--- src/pcPkg.sv ---
package pcPkg;

  //////////////////////////////////////////////////////////////////////
  // word geometry
  //////////////////////////////////////////////////////////////////////

  // every uplink word is code then payload
  localparam int codeWidth = 8;
  localparam int dataWidth = 24;

  // route prefix used by the board routing fabric
  localparam int routeWidth = 10;

  //////////////////////////////////////////////////////////////////////
  // word codes and routes
  //////////////////////////////////////////////////////////////////////

  // BD words use codes 0 to 12, one per funnel leaf
  localparam logic [codeWidth-1:0] bdLeafMax = 8'd12;

  // FPGA-generated words share the same code space
  localparam logic [codeWidth-1:0] codeFiltEvent = 8'd13;
  localparam logic [codeWidth-1:0] codeHeartbeat = 8'd14;

  // all-zero route sends the word up to the PC
  localparam logic [routeWidth-1:0] goHomeRoute = '0;

  //////////////////////////////////////////////////////////////////////
  // event and heartbeat fields
  //////////////////////////////////////////////////////////////////////

  // state is the DSP accumulator width
  localparam int stateWidth = 27;
  // filter index takes the bits left over in the second word
  localparam int filtIdxWidth = 21;
  localparam int timeWidth = 48;

  typedef struct packed {
    logic [codeWidth-1:0] code;
    logic [dataWidth-1:0] payload;
  } pcWordT;

  typedef struct packed {
    logic [routeWidth-1:0] route;
    pcWordT                word;
  } routedWordT;

  typedef struct packed {
    logic [filtIdxWidth-1:0] filtIdx;
    logic [stateWidth-1:0]   state;
  } filtEventT;

endpackage

--- src/wordSlot.sv ---
`timescale 1ns/1ps

module wordSlot #(
  parameter type payloadT = logic [31:0]
) (
  input  logic    clk,
  input  logic    rstN,
  input  logic    inV,
  input  payloadT inData,
  output logic    inA,
  output logic    outV,
  output payloadT outData,
  input  logic    outA
);

  // held low for one cycle after reset, then always high
  logic    readyQ;
  // second entry, only filled while the head is stalled
  logic    skidV;
  payloadT skidData;
  logic    inTake;
  logic    outTake;

  // ack depends only on local state, no path from outA
  assign inA = readyQ & ~skidV;
  assign inTake = inV & inA;
  assign outTake = outV & outA;

  always_ff @(posedge clk) begin
    if (!rstN) begin
      readyQ <= 1'b0;
      outV <= 1'b0;
      skidV <= 1'b0;
    end else begin
      readyQ <= 1'b1;
      if (!outV || outTake) begin
        // head is free, refill from skid first, else from input
        outV <= skidV | inTake;
        skidV <= 1'b0;
      end else if (inTake) begin
        // head stalled, park the new word
        skidV <= 1'b1;
      end
    end
  end

  always_ff @(posedge clk) begin
    if (!outV || outTake) begin
      outData <= skidV ? skidData : inData;
    end else if (inTake) begin
      skidData <= inData;
    end
  end

  // a stalled head word must not change under the receiver
  assert property (@(posedge clk) disable iff (!rstN)
    outV && !outA |=> outV && $stable(outData));

endmodule

--- src/bdSerializer.sv ---
`timescale 1ns/1ps

module bdSerializer #(
  parameter int BdPayloadWidth = 48
) (
  input  logic                        clk,
  input  logic                        rstN,
  input  logic                        bdV,
  input  logic [pcPkg::codeWidth-1:0] bdCode,
  input  logic [BdPayloadWidth-1:0]   bdPayload,
  output logic                        bdA,
  output logic                        wordV,
  output pcPkg::pcWordT               word,
  output logic                        last,
  input  logic                        wordA
);

  // number of 24-bit chunks per packet
  localparam int nChunks = BdPayloadWidth / pcPkg::dataWidth;
  localparam int countWidth = (nChunks > 1) ? $clog2(nChunks) : 1;

  logic [BdPayloadWidth-1:0]   shiftQ;
  logic [pcPkg::codeWidth-1:0] codeQ;
  logic [countWidth-1:0]       count;
  logic                        accept;
  logic                        take;

  assign accept = bdV & bdA;
  assign take = wordV & wordA;

  // lowest chunk always sits at the bottom of the shifter
  assign word = {codeQ, shiftQ[pcPkg::dataWidth-1:0]};
  assign last = (count == countWidth'(nChunks - 1));

  //////////////////////////////////////////////////////////////////////
  // control
  //////////////////////////////////////////////////////////////////////

  always_ff @(posedge clk) begin
    if (!rstN) begin
      bdA <= 1'b0;
      wordV <= 1'b0;
      count <= '0;
    end else if (accept) begin
      // first chunk valid next cycle, input closed until done
      bdA <= 1'b0;
      wordV <= 1'b1;
      count <= '0;
    end else if (take) begin
      if (last) begin
        wordV <= 1'b0;
        bdA <= 1'b1;
      end
      count <= count + 1'b1;
    end else if (!wordV) begin
      // idle, open the packet input
      bdA <= 1'b1;
    end
  end

  //////////////////////////////////////////////////////////////////////
  // payload
  //////////////////////////////////////////////////////////////////////

  always_ff @(posedge clk) begin
    if (accept) begin
      shiftQ <= bdPayload;
      codeQ <= bdCode;
    end else if (take) begin
      // LSB chunk first, next chunk drops into place
      shiftQ <= shiftQ >> pcPkg::dataWidth;
    end
  end

  // the chip funnel only has leaves 0 to 12
  assert property (@(posedge clk) disable iff (!rstN)
    accept |-> bdCode <= pcPkg::bdLeafMax);

endmodule

--- src/fpgaSerializer.sv ---
`timescale 1ns/1ps

module fpgaSerializer (
  input  logic                         clk,
  input  logic                         rstN,
  input  logic                         evV,
  input  pcPkg::filtEventT             evData,
  output logic                         evA,
  input  logic                         hbTick,
  input  logic [pcPkg::timeWidth-1:0]  hbTime,
  output logic                         wordV,
  output pcPkg::pcWordT                word,
  output logic                         last,
  input  logic                         wordA
);

  // buffered event stream
  logic                        evBufV;
  pcPkg::filtEventT            evBufData;
  logic                        evBufA;

  // heartbeat waiting for a group boundary
  logic                        hbPend;
  logic [pcPkg::timeWidth-1:0] hbTimeQ;
  logic                        hbAvail;
  logic [pcPkg::timeWidth-1:0] hbTimeSel;

  // upper word of the pair in flight
  logic [pcPkg::dataWidth-1:0] hiData;
  // 0 while the first word is out, 1 for the second
  logic                        phase;
  logic                        boundary;
  logic                        loadHb;
  logic                        loadEv;

  wordSlot #(
    .payloadT(pcPkg::filtEventT)
  ) evSlot_inst (
    .clk(clk),
    .rstN(rstN),
    .inV(evV),
    .inData(evData),
    .inA(evA),
    .outV(evBufV),
    .outData(evBufData),
    .outA(evBufA)
  );

  //////////////////////////////////////////////////////////////////////
  // group selection
  //////////////////////////////////////////////////////////////////////

  // output empty or second word leaving this cycle
  assign boundary = ~wordV | (wordA & phase);

  // a tick this cycle counts as pending, its time wins
  assign hbAvail = hbTick | hbPend;
  assign hbTimeSel = hbTick ? hbTime : hbTimeQ;

  // heartbeat before event
  assign loadHb = boundary & hbAvail;
  assign loadEv = boundary & ~hbAvail & evBufV;
  assign evBufA = boundary & ~hbAvail;

  assign last = phase;

  always_ff @(posedge clk) begin
    if (!rstN) begin
      wordV <= 1'b0;
      phase <= 1'b0;
      hbPend <= 1'b0;
    end else begin
      if (boundary) begin
        wordV <= loadHb | loadEv;
        phase <= 1'b0;
      end else if (wordA) begin
        phase <= 1'b1;
      end
      if (loadHb) begin
        hbPend <= 1'b0;
      end else if (hbTick) begin
        hbPend <= 1'b1;
      end
    end
  end

  //////////////////////////////////////////////////////////////////////
  // word formatting
  //////////////////////////////////////////////////////////////////////

  always_ff @(posedge clk) begin
    // newer tick replaces a pending time
    if (hbTick) begin
      hbTimeQ <= hbTime;
    end
    if (loadHb) begin
      word <= {pcPkg::codeHeartbeat, hbTimeSel[pcPkg::dataWidth-1:0]};
      hiData <= hbTimeSel[pcPkg::timeWidth-1:pcPkg::dataWidth];
    end else if (loadEv) begin
      word <= {pcPkg::codeFiltEvent, evBufData.state[pcPkg::dataWidth-1:0]};
      // filter index sits above the top state bits
      hiData <= {evBufData.filtIdx,
                 evBufData.state[pcPkg::stateWidth-1:pcPkg::dataWidth]};
    end else if (wordV && wordA && !phase) begin
      word.payload <= hiData;
    end
  end

  // first word taken means second word follows with the same code
  assert property (@(posedge clk) disable iff (!rstN)
    wordV && wordA && !last |=> wordV && last && $stable(word.code));

endmodule

--- src/pcPacker.sv ---
`timescale 1ns/1ps

module pcPacker (
  input  logic              clk,
  input  logic              rstN,
  input  logic              bdWordV,
  input  pcPkg::pcWordT     bdWord,
  input  logic              bdLast,
  output logic              bdWordA,
  input  logic              fpgaWordV,
  input  pcPkg::pcWordT     fpgaWord,
  input  logic              fpgaLast,
  output logic              fpgaWordA,
  input  logic              globalV,
  input  pcPkg::routedWordT globalWord,
  output logic              globalA,
  output logic              pcV,
  output pcPkg::routedWordT pcWord,
  input  logic              pcA
);

  // source indices
  localparam logic [1:0] srcBd = 2'd0;
  localparam logic [1:0] srcFpga = 2'd1;
  localparam logic [1:0] srcGlobal = 2'd2;

  logic [2:0]        srcV;
  logic [2:0]        srcLast;
  pcPkg::routedWordT srcWord [3];

  // last source served, held while its group is open
  logic [1:0]        curSrc;
  logic              locked;
  logic [1:0]        pick;
  logic              pickV;
  logic [1:0]        sel;
  logic              selV;
  logic              slotInA;
  logic              take;

  // local streams get the go-home route, global words keep theirs
  assign srcWord[srcBd] = {pcPkg::goHomeRoute, bdWord};
  assign srcWord[srcFpga] = {pcPkg::goHomeRoute, fpgaWord};
  assign srcWord[srcGlobal] = globalWord;

  assign srcV = {globalV, fpgaWordV, bdWordV};
  // global words are single-word groups
  assign srcLast = {1'b1, fpgaLast, bdLast};

  //////////////////////////////////////////////////////////////////////
  // round-robin pick
  //////////////////////////////////////////////////////////////////////

  always_comb begin : rrPick
    logic [1:0] idx;
    pick = curSrc;
    pickV = 1'b0;
    // search starts at the source after the last one served
    for (int k = 1; k <= 3; k++) begin
      idx = 2'((int'(curSrc) + k) % 3);
      if (!pickV && srcV[idx]) begin
        pick = idx;
        pickV = 1'b1;
      end
    end
  end

  // open group stays on its source
  assign sel = locked ? curSrc : pick;
  assign selV = locked ? srcV[curSrc] : pickV;
  assign take = selV & slotInA;

  assign bdWordA = take & (sel == srcBd);
  assign fpgaWordA = take & (sel == srcFpga);
  assign globalA = take & (sel == srcGlobal);

  always_ff @(posedge clk) begin
    if (!rstN) begin
      // BD gets the first turn
      curSrc <= srcGlobal;
      locked <= 1'b0;
    end else if (take) begin
      curSrc <= sel;
      locked <= ~srcLast[sel];
    end
  end

  wordSlot #(
    .payloadT(pcPkg::routedWordT)
  ) outSlot_inst (
    .clk(clk),
    .rstN(rstN),
    .inV(selV),
    .inData(srcWord[sel]),
    .inA(slotInA),
    .outV(pcV),
    .outData(pcWord),
    .outA(pcA)
  );

  assert property (@(posedge clk) disable iff (!rstN)
    $onehot0({bdWordA, fpgaWordA, globalA}));

  // no other source slips into an open group
  assert property (@(posedge clk) disable iff (!rstN)
    take && !srcLast[sel] |=> !take || sel == $past(sel));

endmodule

--- src/pcUplink.sv ---
`timescale 1ns/1ps

module pcUplink #(
  parameter int BdPayloadWidth = 48
) (
  input  logic                        clk,
  input  logic                        rstN,
  // BD packets from the chip funnel
  input  logic                        bdV,
  input  logic [pcPkg::codeWidth-1:0] bdCode,
  input  logic [BdPayloadWidth-1:0]   bdPayload,
  output logic                        bdA,
  // filtered spike events
  input  logic                        evV,
  input  pcPkg::filtEventT            evData,
  output logic                        evA,
  // heartbeat from the time manager
  input  logic                        hbTick,
  input  logic [pcPkg::timeWidth-1:0] hbTime,
  // already-routed board words
  input  logic                        globalV,
  input  pcPkg::routedWordT           globalWord,
  output logic                        globalA,
  // to the PC link
  output logic                        pcV,
  output pcPkg::routedWordT           pcWord,
  input  logic                        pcA
);

  // serializer to packer streams
  logic          bdWordV;
  pcPkg::pcWordT bdWord;
  logic          bdLast;
  logic          bdWordA;
  logic          fpgaWordV;
  pcPkg::pcWordT fpgaWord;
  logic          fpgaLast;
  logic          fpgaWordA;

  bdSerializer #(
    .BdPayloadWidth(BdPayloadWidth)
  ) bdSerializer_inst (
    .clk(clk),
    .rstN(rstN),
    .bdV(bdV),
    .bdCode(bdCode),
    .bdPayload(bdPayload),
    .bdA(bdA),
    .wordV(bdWordV),
    .word(bdWord),
    .last(bdLast),
    .wordA(bdWordA)
  );

  fpgaSerializer fpgaSerializer_inst (
    .clk(clk),
    .rstN(rstN),
    .evV(evV),
    .evData(evData),
    .evA(evA),
    .hbTick(hbTick),
    .hbTime(hbTime),
    .wordV(fpgaWordV),
    .word(fpgaWord),
    .last(fpgaLast),
    .wordA(fpgaWordA)
  );

  pcPacker pcPacker_inst (
    .clk(clk),
    .rstN(rstN),
    .bdWordV(bdWordV),
    .bdWord(bdWord),
    .bdLast(bdLast),
    .bdWordA(bdWordA),
    .fpgaWordV(fpgaWordV),
    .fpgaWord(fpgaWord),
    .fpgaLast(fpgaLast),
    .fpgaWordA(fpgaWordA),
    .globalV(globalV),
    .globalWord(globalWord),
    .globalA(globalA),
    .pcV(pcV),
    .pcWord(pcWord),
    .pcA(pcA)
  );

endmodule

--- config.mk ---
export PLATFORM = sky130hd
export DESIGN_NAME = pcUplink
export DESIGN_NICKNAME = d
export VERILOG_FILES = /design/src/pcPkg.sv /design/src/wordSlot.sv /design/src/bdSerializer.sv /design/src/fpgaSerializer.sv /design/src/pcPacker.sv /design/src/pcUplink.sv
export SDC_FILE = /design/constraint.sdc
export NUM_CORES = 1
export LEC_CHECK = 0
export BUFFER_PORTS_ARGS = -buffer_cell sky130_fd_sc_hd__buf_4
export CAP_MARGIN = 20
export CORE_ASPECT_RATIO = 0.5
export CORE_MARGIN = 2
export CORE_UTILIZATION = 25
export CTS_CLUSTER_DIAMETER = 200
export DETAILED_ROUTE_END_ITERATION = 6
export GPL_TIMING_DRIVEN = 1
export PLACE_DENSITY = 0.51
export SYNTH_ARGS = -nofsm -noshare
export SYNTH_HDL_FRONTEND = slang
export SYNTH_SLANG_ARGS = --single-unit
export TNS_END_PERCENT = 5
--- constraint.sdc ---
create_clock -name clk -period 6.2 [get_ports clk]
set_input_delay 0.31 -clock clk [delete_from_list [all_inputs] [get_ports clk]]
set_output_delay 0.31 -clock clk [all_outputs]
set_load 0.01 [all_outputs]
Word level (Yosys, flattened, before mapping)
Cells that the tools add are included.
{ "totals": {"latch_bits": 0, "mem_bits_rw": 0, "n_memories": 0, "wordCells": 137, "mem_bits_ro": 0, "ff_bits": 348, "inputBits": 201} }
{ "op_classes": {"div_mod_pow": 3, "bitwise_logic": 28, "order_cmp": 6, "n_shift": 0, "n_mul": 0, "eq_ne": 4, "mux": 38, "add_sub_neg": 4, "n_reduce_logical": 25} }
{ "ops": {"columns": ["cell", "n"], "rows": [
  ["2-to-1 mux 48 bit", 4],
  ["2-to-1 mux 42 bit", 3],
  ["2-to-1 mux 24 bit", 5],
  ["modulo 32 x 3 -> 32 bit, second input constant", 3],
  ["binary-select mux 42 bit (select 2 bit)", 1],
  ["2-to-1 mux 1 bit", 16],
  ["less-than comparator 2 x 3 -> 1 bit, second input constant", 5],
  ["AND 1 bit", 14],
  ["binary-select mux 1 bit (select 2 bit)", 5],
  ["OR reduction 2 bit", 5],
  ["2-to-1 mux 2 bit", 4],
  ["NOT 1 bit", 8],
  ["AND reduction 2 bit", 4],
  ["adder 2 x 2 -> 3 bit, second input constant", 2],
  ["nonzero test 2 bit", 3],
  ["zero test 1 bit", 5],
  ["bitwise OR 1 bit", 5],
  ["logical AND 1 bit", 4],
  ["adder 2 x 1 -> 3 bit, second input constant", 1],
  ["greater-or-equal comparator 3 bit, second input constant", 1],
  ["NOT 2 -> 3 bit", 1],
  ["nonzero test 3 bit", 1],
  ["equality test 2 x 1 -> 1 bit, second input constant", 1],
  ["equality test 2 bit, second input constant", 1],
  ["other kinds (5)", 6]
]} }

Logic depth before layout (Yosys ltp)
Gate-level depths: netlist of run 1.
{ "depth": {"depth_word": 21, "mapped_depth": 12} }

Modules after synthesis
From an unflattened synthesis of run 1, not the netlist that was laid out.
{ "unflattened": {"cells_unflattened": 922, "area_unflattened_um2": 15019.4} }
{ "by_module_without_submodules": {"columns": ["mod", "seq_area_each_um2", "area_each_um2", "instances", "cells_each"], "rows": [
  ["fpgaSerializer", 2502.4, 4194.0, 1, 324],
  ["wordSlot at fpgaSerializer_inst.evSlot_inst", 2942.8, 3568.4, 1, 158],
  ["wordSlot at pcPacker_inst.outSlot_inst", 2582.5, 3309.4, 1, 140],
  ["bdSerializer", 1741.7, 2474.9, 1, 148],
  ["pcPacker", 60.1, 1472.7, 1, 152]
]} }

Worst setup path after synthesis of run 1
No wires, ideal clock.
{ "synth_timing": {"path_type": "register -> register", "from": "reg pcPacker_inst.curSrc[0]", "to": "reg pcPacker_inst.outSlot_inst.skidData[0] (netlist bit) (enable)", "required_ns": 5.759, "setup_ns": 0.441, "setup_slack_ns": 2.141, "t_arrival_ns": 3.618, "stages_incl_launch_ff": 9, "synth_period_minus_slack_ns": 4.059, "path_buffers": 1, "path_cell_list": "dfxtp_1 > inv_1 > ha_1 > clkbuf_1 > nand2_1 > o221ai_1 > nor3_1 > or3_4 > nor2_1"} }
{ "synth_via": {"elab_chain_cells": 14} }
{ "synth_rtl": {"columns": ["element", "line", "rtl"], "rows": [
  ["start: declaration", "pcPacker.sv:32", "logic [1:0] curSrc;"],
  ["start signal: assignment", "pcPacker.sv:80", "curSrc <= srcGlobal;"],
  ["start signal: assignment", "pcPacker.sv:83", "curSrc <= sel;"],
  ["adder 2 x 1 -> 3 bit", "pcPacker.sv:60", "idx = 2'((int'(curSrc) + k) % 3);"],
  ["modulo 32 x 3 -> 32 bit", "pcPacker.sv:60", null],
  ["binary-select mux 1 bit (select 2 bit)", "pcPacker.sv:61", "if (!pickV && srcV[idx]) begin"],
  ["2-to-1 mux 1 bit (implied by the code)", "pcPacker.sv:61", null],
  ["2-to-1 mux 1 bit", "pcPacker.sv:61", null],
  ["zero test 1 bit", "pcPacker.sv:61", null],
  ["logical AND 1 bit", "pcPacker.sv:61", null],
  ["2-to-1 mux 1 bit", "pcPacker.sv:61", null],
  ["zero test 1 bit", "pcPacker.sv:61", null],
  ["logical AND 1 bit", "pcPacker.sv:61", null],
  ["2-to-1 mux 1 bit", "pcPacker.sv:61", null],
  ["2-to-1 mux 1 bit *", "pcPacker.sv:70", "assign selV = locked ? srcV[curSrc] : pickV;"],
  ["AND 1 bit *", "wordSlot.sv:26", "assign inTake = inV & inA;"],
  ["AND reduction 2 bit (no source line) *", null, null],
  ["end signal: assignment", "wordSlot.sv:51", "skidData <= inData;"],
  ["end: declaration", "wordSlot.sv:20", "payloadT skidData;"]
]} }
Mark *: on every way between the ends. The rest lies on a longest branch, timed or not. The select of a mux whose other input is x is not followed.
A chain may end at the register's enable or synchronous reset.

Final worst setup path of run 1
{ "layout_timing": {"from": "reg pcPacker_inst.curSrc[1]", "to": "reg fpgaSerializer_inst.hiData[11] (netlist bit) (enable)"} }
{ "layout_via": {"elab_chain_cells": 19} }
{ "layout_rtl": {"columns": ["element", "line", "rtl"], "rows": [
  ["adder 2 x 1 -> 3 bit", "pcPacker.sv:60", null],
  ["modulo 32 x 3 -> 32 bit", "pcPacker.sv:60", null],
  ["binary-select mux 1 bit (select 2 bit)", "pcPacker.sv:61", null],
  ["2-to-1 mux 1 bit (implied by the code)", "pcPacker.sv:61", null],
  ["2-to-1 mux 1 bit", "pcPacker.sv:61", null],
  ["zero test 1 bit", "pcPacker.sv:61", null],
  ["logical AND 1 bit", "pcPacker.sv:61", null],
  ["2-to-1 mux 1 bit", "pcPacker.sv:61", null],
  ["[2 not listed]", null, null],
  ["2-to-1 mux 2 bit or 2-to-1 mux 1 bit (tied branches)", "pcPacker.sv:61", null],
  ["2-to-1 mux 2 bit or 2-to-1 mux 1 bit (tied branches)", "pcPacker.sv:69, pcPacker.sv:70", null],
  ["equality test 2 x 1 -> 1 bit or AND 1 bit (tied branches)", "pcPacker.sv:74, pcPacker.sv:71", null],
  ["AND 1 bit *", "pcPacker.sv:74", "assign fpgaWordA = take & (sel == srcFpga);"],
  ["AND 1 bit *", "fpgaSerializer.sv:54", "assign boundary = ~wordV | (wordA & phase);"],
  ["bitwise OR 1 bit *", "fpgaSerializer.sv:54", null],
  ["AND 1 bit (2 in series)", "fpgaSerializer.sv:62", "assign loadEv = boundary & ~hbAvail & evBufV;"],
  ["nonzero test 2 bit (no source line) *", null, null],
  ["end signal: assignment", "fpgaSerializer.sv:98", "hiData <= hbTimeSel[pcPkg::timeWidth-1:pcPkg::dataWidth];"],
  ["end signal: assignment", "fpgaSerializer.sv:102", "hiData <= {evBufData.filtIdx,"],
  ["end: declaration", "fpgaSerializer.sv:29", "logic [pcPkg::dataWidth-1:0] hiData;"]
]} }
Marked as above.

==> impl_metrics.prom, run 1 <==
# TYPE chip_impl_metric gauge
chip_impl_metric{name="depth_of_the_cts_h_tree",unit=""} 2
chip_impl_metric{name="grt_first_pass_wirelength",unit="mm"} 54.9
chip_impl_metric{name="drc_errors",unit=""} 0
chip_impl_metric{name="ys_warn_count",unit=""} 0
chip_impl_metric{name="cts_hold_fix_bufs",unit=""} 60
chip_impl_metric{name="dpl.cell_count",unit=""} 1857
chip_impl_metric{name="detailedRoute.firstIterationViolations",unit=""} 681
chip_impl_info{name="critical_path_class",value="reg2reg"} 1
chip_impl_metric{name="max_freq",unit="MHz"} 216
chip_impl_info{name="unrepaired_setup_endpoints_after_global_routing",value="no"} 1
chip_impl_metric{name="cts_inserted_buffers",unit=""} 37
chip_impl_metric{name="clock_skew",unit="ps"} 14.9
chip_impl_metric{name="initial_antenna_violation_count",unit=""} 2
chip_impl_metric{name="dieArea",unit="sq um"} 58400
chip_impl_info{name="cts_tree",value="built"} 1
chip_impl_metric{name="synth_top_cell_area_share",unit=""} 0.605
chip_impl_metric{name="power_leakage",unit="nW"} 7.08
chip_impl_metric{name="grt-ovfl-total",unit=""} 0
chip_impl_metric{name="routed_wl",unit="mm"} 37.4
chip_impl_metric{name="synth.ff_latch_count",unit=""} 348
chip_impl_metric{name="synth-edff-count",unit=""} 284
chip_impl_metric{name="worst_pin_slew",unit="ps"} 1060
chip_impl_metric{name="globalplace.congestion",unit=""} 0.830
chip_impl_metric{name="finalSetupTns",unit="ps"} 0
chip_impl_metric{name="finalPower",unit="mW"} 7.73
chip_impl_metric{name="design.portCount",unit=""} 247
chip_impl_metric{name="initial_utilization",unit=""} 0.253
chip_impl_info{name="run_status",value="completed"} 1
chip_impl_metric{name="placed_cell_area",unit="sq um"} 16800
chip_impl_info{name="worst_setup_path_start_kind",value="register"} 1
chip_impl_info{name="ys.flop_type",value="sky130_fd_sc_hd__edfxtp_1"} 1
chip_impl_metric{name="clock-sinks",unit=""} 348
chip_impl_metric{name="timing.final.crit_period",unit="ps"} 4630
chip_impl_metric{name="net_count_final",unit=""} 1406
chip_impl_metric{name="max-clock-path-buffers",unit=""} 3
chip_impl_metric{name="drv_slew",unit=""} 0
chip_impl_metric{name="mean_instance_size_in_the_synthesized_netlist",unit="sq um"} 15.6
chip_impl_metric{name="seq_area_frac_synth",unit=""} 0.696
chip_impl_metric{name="worst_slew_margin_rel",unit=""} 0.291
chip_impl_metric{name="postSynth.asyncResetShare",unit=""} 0
chip_impl_info{name="global_routing_s_busiest_layer",value="met2"} 1
chip_impl_info{name="post-synth-top-area-cell",value="sky130_fd_sc_hd__edfxtp_1"} 1
chip_impl_metric{name="max_cap_viol_count",unit=""} 0
chip_impl_metric{name="use_met3",unit=""} 0.0191
chip_impl_metric{name="gr-usage-all-layers",unit=""} 0.124
chip_impl_metric{name="post-route-cell-area",unit="sq um"} 18600
chip_impl_metric{name="synth.cell_area",unit="sq um"} 14100
chip_impl_metric{name="grt_max_degree",unit=""} 74
chip_impl_metric{name="core-area",unit="sq um"} 55600
chip_impl_metric{name="ir_worst_vdd",unit="mV"} 0.265
chip_impl_metric{name="synth_cell_types",unit=""} 49
chip_impl_metric{name="routedWlPerCell",unit="um"} 18.8
chip_impl_metric{name="half_perimeter_wire_length_after_placement",unit="mm"} 26.2
chip_impl_metric{name="final_hold_vio_count",unit=""} 0
chip_impl_metric{name="postCtsSetupRepairBufs",unit=""} 0
chip_impl_metric{name="layout-area-overhead-vs-synth",unit="%"} 32.1
chip_impl_metric{name="critical_path.max_fanout",unit=""} 25
chip_impl_metric{name="route.antenna.remaining_nets",unit=""} 0
chip_impl_metric{name="power.density_cell_area",unit="nW/um^2"} 415
chip_impl_metric{name="period_share",unit=""} 0.747
chip_impl_metric{name="clk_latency",unit="ps"} 530
chip_impl_metric{name="placement_rows",unit=""} 61
chip_impl_metric{name="floorplan.die.width",unit="um"} 340
chip_impl_metric{name="final_cell_count_no_fill",unit=""} 1987
chip_impl_metric{name="worst_setup_hold_path_clk_slew",unit="ps"} 60
chip_impl_metric{name="drive_above_1_share",unit=""} 0.378
chip_impl_metric{name="synth.net_count",unit=""} 1107
chip_impl_metric{name="multi_input_area",unit="sq um"} 4020
chip_impl_metric{name="cp.required",unit="ps"} 6360
chip_impl_metric{name="filler_cell_count",unit=""} 5361
chip_impl_info{name="endpoint_kind",value="register"} 1
chip_impl_metric{name="area_of_all_sequential_standard_cells",unit="sq um"} 9810
chip_impl_metric{name="viasPerCell",unit=""} 4.34
chip_impl_metric{name="drt-pass1-iter-count",unit=""} 5
chip_impl_metric{name="cts-resized-gates",unit=""} 0
chip_impl_metric{name="postSynthCellCount",unit=""} 903
chip_impl_metric{name="gr-usage-met1",unit=""} 0.139
chip_impl_metric{name="use_met2",unit=""} 0.238
chip_impl_info{name="synth_area_leaders",value="sky130_fd_sc_hd__edfxtp_1 (61%), sky130_fd_sc_hd__mux2_2 (11%), sky130_fd_sc_hd__dfxtp_1 (9.1%), sky130_fd_sc_hd__a22o_1 (3.0%), sky130_fd_sc_hd__mux2i_1 (2.4%)"} 1
chip_impl_metric{name="vias",unit=""} 8626
chip_impl_metric{name="cp_data_arrival_time",unit="ps"} 4790
chip_impl_metric{name="port-buffer-count",unit=""} 246
chip_impl_metric{name="vias_in_the_first_global_route",unit=""} 9158
chip_impl_info{name="clockRootBuffer",value="sky130_fd_sc_hd__clkbuf_16"} 1
chip_impl_metric{name="floorplan.die.height",unit="um"} 172
chip_impl_info{name="worst_hold_check_path_type",value="in2reg"} 1
chip_impl_metric{name="finalSetupViolCount",unit=""} 0
## layout by cell type (no fill, tap or decap), drive strengths merged, types with 14 or more instances in the layout
| cell | n |
|---|---|
| edfxtp | 284 |
| buf | 258 |
| inv | 14 |
| dfxtp | 64 |
| mux2 | 156 |
| mux2i | 34 |
| and3 | 36 |
| o221ai | 28 |
| clkbuf | 50 |
| dlygate4sd3 | 60 |
| a22o | 48 |
| nand2 | 68 |
| o21ai | 38 |
## routing by layer
metal  vias to the layer above  part of all wire
met5                         -                 0
met4                         0             0.028
met3                        65             0.029
met2                       184              0.55
met1                      4295              0.39
li1                       4082                 -
## area by class of cell
type	count	area share
flip-flops and latches	348	0.527
diodes	2	0.000269
inverters	12	0.00242
multi-input cells	485	0.216
repair buffers	318	0.141
clock buffers	50	0.0540
well taps	756	0.0508
clock inverters	16	0.00854
## power by group
group          internal [mW]  switching, mW
logic                  0.950           1.26
registers               3.18          0.174
clock network           1.26          0.902
total                   5.40           2.33
## worst max-delay path: stages, from the launching register on
cell and delay, ps:
sky130_fd_sc_hd__dfxtp_1 350, sky130_fd_sc_hd__inv_1 180, sky130_fd_sc_hd__ha_1 420, sky130_fd_sc_hd__mux2i_1 290
sky130_fd_sc_hd__o221ai_1 190, sky130_fd_sc_hd__nor4b_1 660, sky130_fd_sc_hd__a211oi_4 70, sky130_fd_sc_hd__o41ai_4 720
sky130_fd_sc_hd__o21ai_2 520, sky130_fd_sc_hd__inv_1 820
## registers in the layout (all words and copies together) (netlist names), 2 cells and up
signal	cells
bdSerializer_inst.shiftQ	48
fpgaSerializer_inst.evSlot_inst.skidData	48
pcPacker_inst.outSlot_inst.outData	42
fpgaSerializer_inst.word	26
fpgaSerializer_inst.hbTimeQ	48
pcPacker_inst.outSlot_inst.skidData	42
fpgaSerializer_inst.evSlot_inst.outData	48
fpgaSerializer_inst.hiData	24
pcPacker_inst.curSrc	2
bdSerializer_inst.codeQ	8
## logic make-up after synthesis
group	Yosys count	share of synthesized area
muxes	190	0.149
and+or+nand+nor	152	0.0544
DFF	348	0.696
AOI/OAI and AO/OA	138	0.0749
xor gates and xnor gates	2	0.00124
adders and majority gates	3	0.00267
buffers and inverters	70	0.0216
## per-stage QoR
stage	util	hold WS, ps	worst slack, ps
3_5_place_dp	0.302	463	1570
6_report	0.334	27.3	1570
5_1_grt	0.334	8.66	1190
3_3_place_gp	0.301	457	1890
4_1_cts	0.333	4.83	1590
2_1_floorplan	-	338	2140
## Yosys cell counts, types with 2 or more instances
cell                        number
sky130_fd_sc_hd__a21o_1          2
sky130_fd_sc_hd__and2_1          3
sky130_fd_sc_hd__nor4_1          2
sky130_fd_sc_hd__clkbuf_1       30
sky130_fd_sc_hd__dfxtp_1        64
sky130_fd_sc_hd__mux2i_1        34
sky130_fd_sc_hd__and3_1         36
sky130_fd_sc_hd__buf_8           2
sky130_fd_sc_hd__edfxtp_1      284
sky130_fd_sc_hd__xnor2_1         2
sky130_fd_sc_hd__o221ai_1       27
sky130_fd_sc_hd__o2bb2ai_1       2
sky130_fd_sc_hd__nor2b_1        10
sky130_fd_sc_hd__a31oi_1         3
sky130_fd_sc_hd__nand3b_1        2
sky130_fd_sc_hd__or2_2           3
sky130_fd_sc_hd__ha_1            3
sky130_fd_sc_hd__mux2_2        138
sky130_fd_sc_hd__and4_1          2
sky130_fd_sc_hd__a21oi_1         5
sky130_fd_sc_hd__nand2_1        68
sky130_fd_sc_hd__nor2_1         12
sky130_fd_sc_hd__nor3_1          5
sky130_fd_sc_hd__buf_2          12
sky130_fd_sc_hd__o211ai_1        3
sky130_fd_sc_hd__a22o_1         48
sky130_fd_sc_hd__inv_1          11
sky130_fd_sc_hd__mux2_1         18
sky130_fd_sc_hd__o21ai_0        37
sky130_fd_sc_hd__nand2b_1        4
sky130_fd_sc_hd__buf_1          13
## final timing paths
| path | slack [ps] | end | startpoint | cells after the start |
|---|---|---|---|---|
| max reg2reg | 1570 | fpgaSerializer_inst.hiData[11] | pcPacker_inst.curSrc[1] | 9 |
| min reg2reg | 470 | fpgaSerializer_inst.hbTimeQ[37] | fpgaSerializer_inst.hbTimeQ[37] | 1 |
| max | 1570 | fpgaSerializer_inst.hiData[11] | pcPacker_inst.curSrc[1] | 9 |
| min | 30 | fpgaSerializer_inst.hbTimeQ[1] | hbTime[1] | 2 |
(Power assumes the default switching activity.)
==> run 2: changes to the inputs <==
==> constraint.sdc (replaced) <==
create_clock -name clk -period 4.4 [get_ports clk]
set_input_delay 0.22 -clock clk [delete_from_list [all_inputs] [get_ports clk]]
set_output_delay 0.22 -clock clk [all_outputs]
set_load 0.01 [all_outputs]
==> run 2 against run 1 <==
  * Non-clock buffer count is 83 higher
  * Clock-buffer cell count rose by 4
  * Setup slack worse by 1000 ps
  * Largest cell class unchanged
  * Highest routed layer unchanged
==> impl_metrics.prom, run 2 (same netlist as run 1, synthesis figures left out) <==
# TYPE chip_impl_metric gauge
chip_impl_metric{name="vias_in_the_first_global_route",unit=""} 9375
chip_impl_metric{name="worst_stage_delay_on_the_critical_path",unit="ps"} 610
chip_impl_info{name="timing.critical_path.slowest_stage_cell",value="sky130_fd_sc_hd__buf_4"} 1
chip_impl_metric{name="finalSetupViolCount",unit=""} 0
chip_impl_metric{name="cp_data_arrival_time",unit="ps"} 4050
chip_impl_info{name="endpoint_kind",value="register"} 1
chip_impl_metric{name="placed_cell_area",unit="sq um"} 16800
chip_impl_metric{name="diodes",unit=""} 0
chip_impl_metric{name="drt-pass1-iter-count",unit=""} 7
chip_impl_metric{name="post-route-cell-area",unit="sq um"} 19500
chip_impl_info{name="critical_path_class",value="reg2reg"} 1
chip_impl_info{name="crit_chain",value="inv_1 > ha_1 > nor2_1 > a21o_1 > o32ai_1 > a221oi_4 > buf_4 > nor3b_1 > or2_2 > buf_12"} 1
chip_impl_metric{name="initial_utilization",unit=""} 0.253
chip_impl_metric{name="vias",unit=""} 9014
chip_impl_metric{name="max-clock-path-buffers",unit=""} 3
chip_impl_metric{name="postCtsSetupRepairBufs",unit=""} 0
chip_impl_info{name="layout.cells.most_common_list",value="sky130_fd_sc_hd__edfxtp_1 (284), sky130_fd_sc_hd__buf_4 (257), sky130_fd_sc_hd__dlygate4sd3_1 (141)"} 1
chip_impl_metric{name="p_sw",unit="mW"} 3.28
chip_impl_metric{name="cts_hold_fix_bufs",unit=""} 139
chip_impl_metric{name="routed_wl",unit="mm"} 37.2
chip_impl_metric{name="post-route-worst-setup-slack",unit="ps"} 558
chip_impl_metric{name="worst_setup_hold_path_clk_slew",unit="ps"} 60
chip_impl_metric{name="layout-area-overhead-vs-synth",unit="%"} 38.3
chip_impl_metric{name="ir_worst_vdd",unit="mV"} 0.418
chip_impl_metric{name="gr-usage-all-layers",unit=""} 0.124
chip_impl_metric{name="drc_errors",unit=""} 0
chip_impl_metric{name="initial_antenna_violation_count",unit=""} 0
chip_impl_info{name="worst_setup_path_start_kind",value="register"} 1
chip_impl_metric{name="routedWlPerCell",unit="um"} 18.0
chip_impl_metric{name="port-buffer-count",unit=""} 246
chip_impl_info{name="crit-reg2reg-launch",value="pcPacker_inst.curSrc[0]"} 1
chip_impl_metric{name="worst_slew_margin_rel",unit=""} 0.316
chip_impl_metric{name="critical_path.max_fanout",unit=""} 50
chip_impl_metric{name="net_count_final",unit=""} 1489
chip_impl_info{name="critical_path.startpoint",value="pcPacker_inst.curSrc[0]"} 1
chip_impl_metric{name="grt-ovfl-total",unit=""} 0
chip_impl_metric{name="cp.required",unit="ps"} 4610
chip_impl_metric{name="grt_max_degree",unit=""} 73
chip_impl_metric{name="cts_inserted_buffers",unit=""} 37
chip_impl_metric{name="final_hold_vio_count",unit=""} 0
chip_impl_metric{name="design.portCount",unit=""} 247
chip_impl_metric{name="clk_latency",unit="ps"} 530
chip_impl_metric{name="grt_first_pass_wirelength",unit="mm"} 55.2
chip_impl_metric{name="globalplace.congestion",unit=""} 0.807
chip_impl_metric{name="floorplan.die.width",unit="um"} 340
chip_impl_metric{name="floorplan.die.height",unit="um"} 172
chip_impl_metric{name="power_leakage",unit="nW"} 7.45
chip_impl_metric{name="max_freq",unit="MHz"} 260
chip_impl_metric{name="depth_of_the_cts_h_tree",unit=""} 2
chip_impl_info{name="final_common_cell",value="sky130_fd_sc_hd__edfxtp_1"} 1
chip_impl_metric{name="drive_above_1_share",unit=""} 0.355
chip_impl_metric{name="period_share",unit=""} 0.873
chip_impl_metric{name="detailedRoute.firstIterationViolations",unit=""} 501
chip_impl_metric{name="clock_power_share",unit=""} 0.294
chip_impl_info{name="worst_hold_startpoint",value="globalWord[23]"} 1
chip_impl_metric{name="drv_slew",unit=""} 0
chip_impl_info{name="worst_hold_check_path_type",value="in2reg"} 1
chip_impl_metric{name="worst_r2r_path_depth",unit=""} 10
chip_impl_metric{name="switching_share",unit=""} 0.297
chip_impl_metric{name="clock_skew",unit="ps"} 14.9
chip_impl_metric{name="route.antenna.remaining_nets",unit=""} 0
chip_impl_metric{name="timing.hold.worst_path_depth",unit=""} 3
chip_impl_metric{name="internal_power",unit="mW"} 7.77
chip_impl_metric{name="finalSetupTns",unit="ps"} 0
chip_impl_metric{name="timing.final.crit_period",unit="ps"} 3840
chip_impl_metric{name="seq_power_share",unit=""} 0.428
chip_impl_metric{name="placement_rows",unit=""} 61
chip_impl_metric{name="half_perimeter_wire_length_after_placement",unit="mm"} 25.7
chip_impl_metric{name="viasPerCell",unit=""} 4.35
chip_impl_metric{name="cts-resized-gates",unit=""} 0
chip_impl_info{name="run_status",value="completed"} 1
chip_impl_info{name="unrepaired_setup_endpoints_after_global_routing",value="no"} 1
chip_impl_metric{name="clock-sinks",unit=""} 348
chip_impl_metric{name="dieArea",unit="sq um"} 58400
chip_impl_metric{name="place_worst_setup_slack",unit="ps"} 563
chip_impl_metric{name="comb_power_frac",unit=""} 0.279
chip_impl_metric{name="max_cap_viol_count",unit=""} 0
chip_impl_metric{name="power.density_cell_area",unit="nW/um^2"} 567
chip_impl_info{name="clockRootBuffer",value="sky130_fd_sc_hd__clkbuf_16"} 1
chip_impl_metric{name="worst_pin_slew",unit="ps"} 1030
chip_impl_info{name="cts_tree",value="built"} 1
chip_impl_metric{name="core-area",unit="sq um"} 55600
[run 2: worst max-delay path: cells and delay by family (launching register included)]
family / cells / cell delay, ps
compound gates: 3 / 670
flops: 1 / 480
simple gates: 3 / 920
fa+ha+maj: 1 / 450
buf+inv: 3 / 1000
[run 2: metal layers]
metal | track usage | wire (um) | vias up
met1 | 0.138 | 14200 | 4499
met5 | 0 | 0 | -
li1 | - | - | 4263
met2 | 0.240 | 20600 | 182
met4 | 0.0460 | 1160 | 0
met3 | 0.0168 | 1190 | 70
[run 2: power groups by stage]
stage	Sequential [mW]	Combinational (mW)	Clock (mW)
global placement	4.80	2.91	0
detailed placement	4.81	2.99	0
global route	4.78	3.36	3.46
finish	4.72	3.08	3.25
floorplan	4.78	1.81	0
CTS	4.74	3.10	3.33
[run 2: path summary, 6_finish.rpt]
check / end / slack, ps
max: bdSerializer_inst.shiftQ[29] / 560
min reg2reg: fpgaSerializer_inst.hbTimeQ[25] / 470
max reg2reg: bdSerializer_inst.shiftQ[29] / 560
min: pcPacker_inst.outSlot_inst.skidData[23] / 10
[run 2: through the flow]
step,hold slack [ps],power [mW],util,instances
finish,13.0,11.1,0.350,2070
CTS,0.218,11.2,0.350,2068
detailed placement,400,7.79,0.302,1861
global route,6.64,11.6,0.350,2070
global placement,401,7.71,0.302,1861
floorplan,248,6.59,-,903
[run 2: final cells by class]
type	count	area, sq um
Clock buffer	54	1040
Clock inverter	14	225
Fill cell	5282	36200
Inverter	12	45.0
Multi-Input combinational cell	485	4020
Sequential cell	348	9810
Tap cell	756	946
Timing Repair Buffer	401	3400
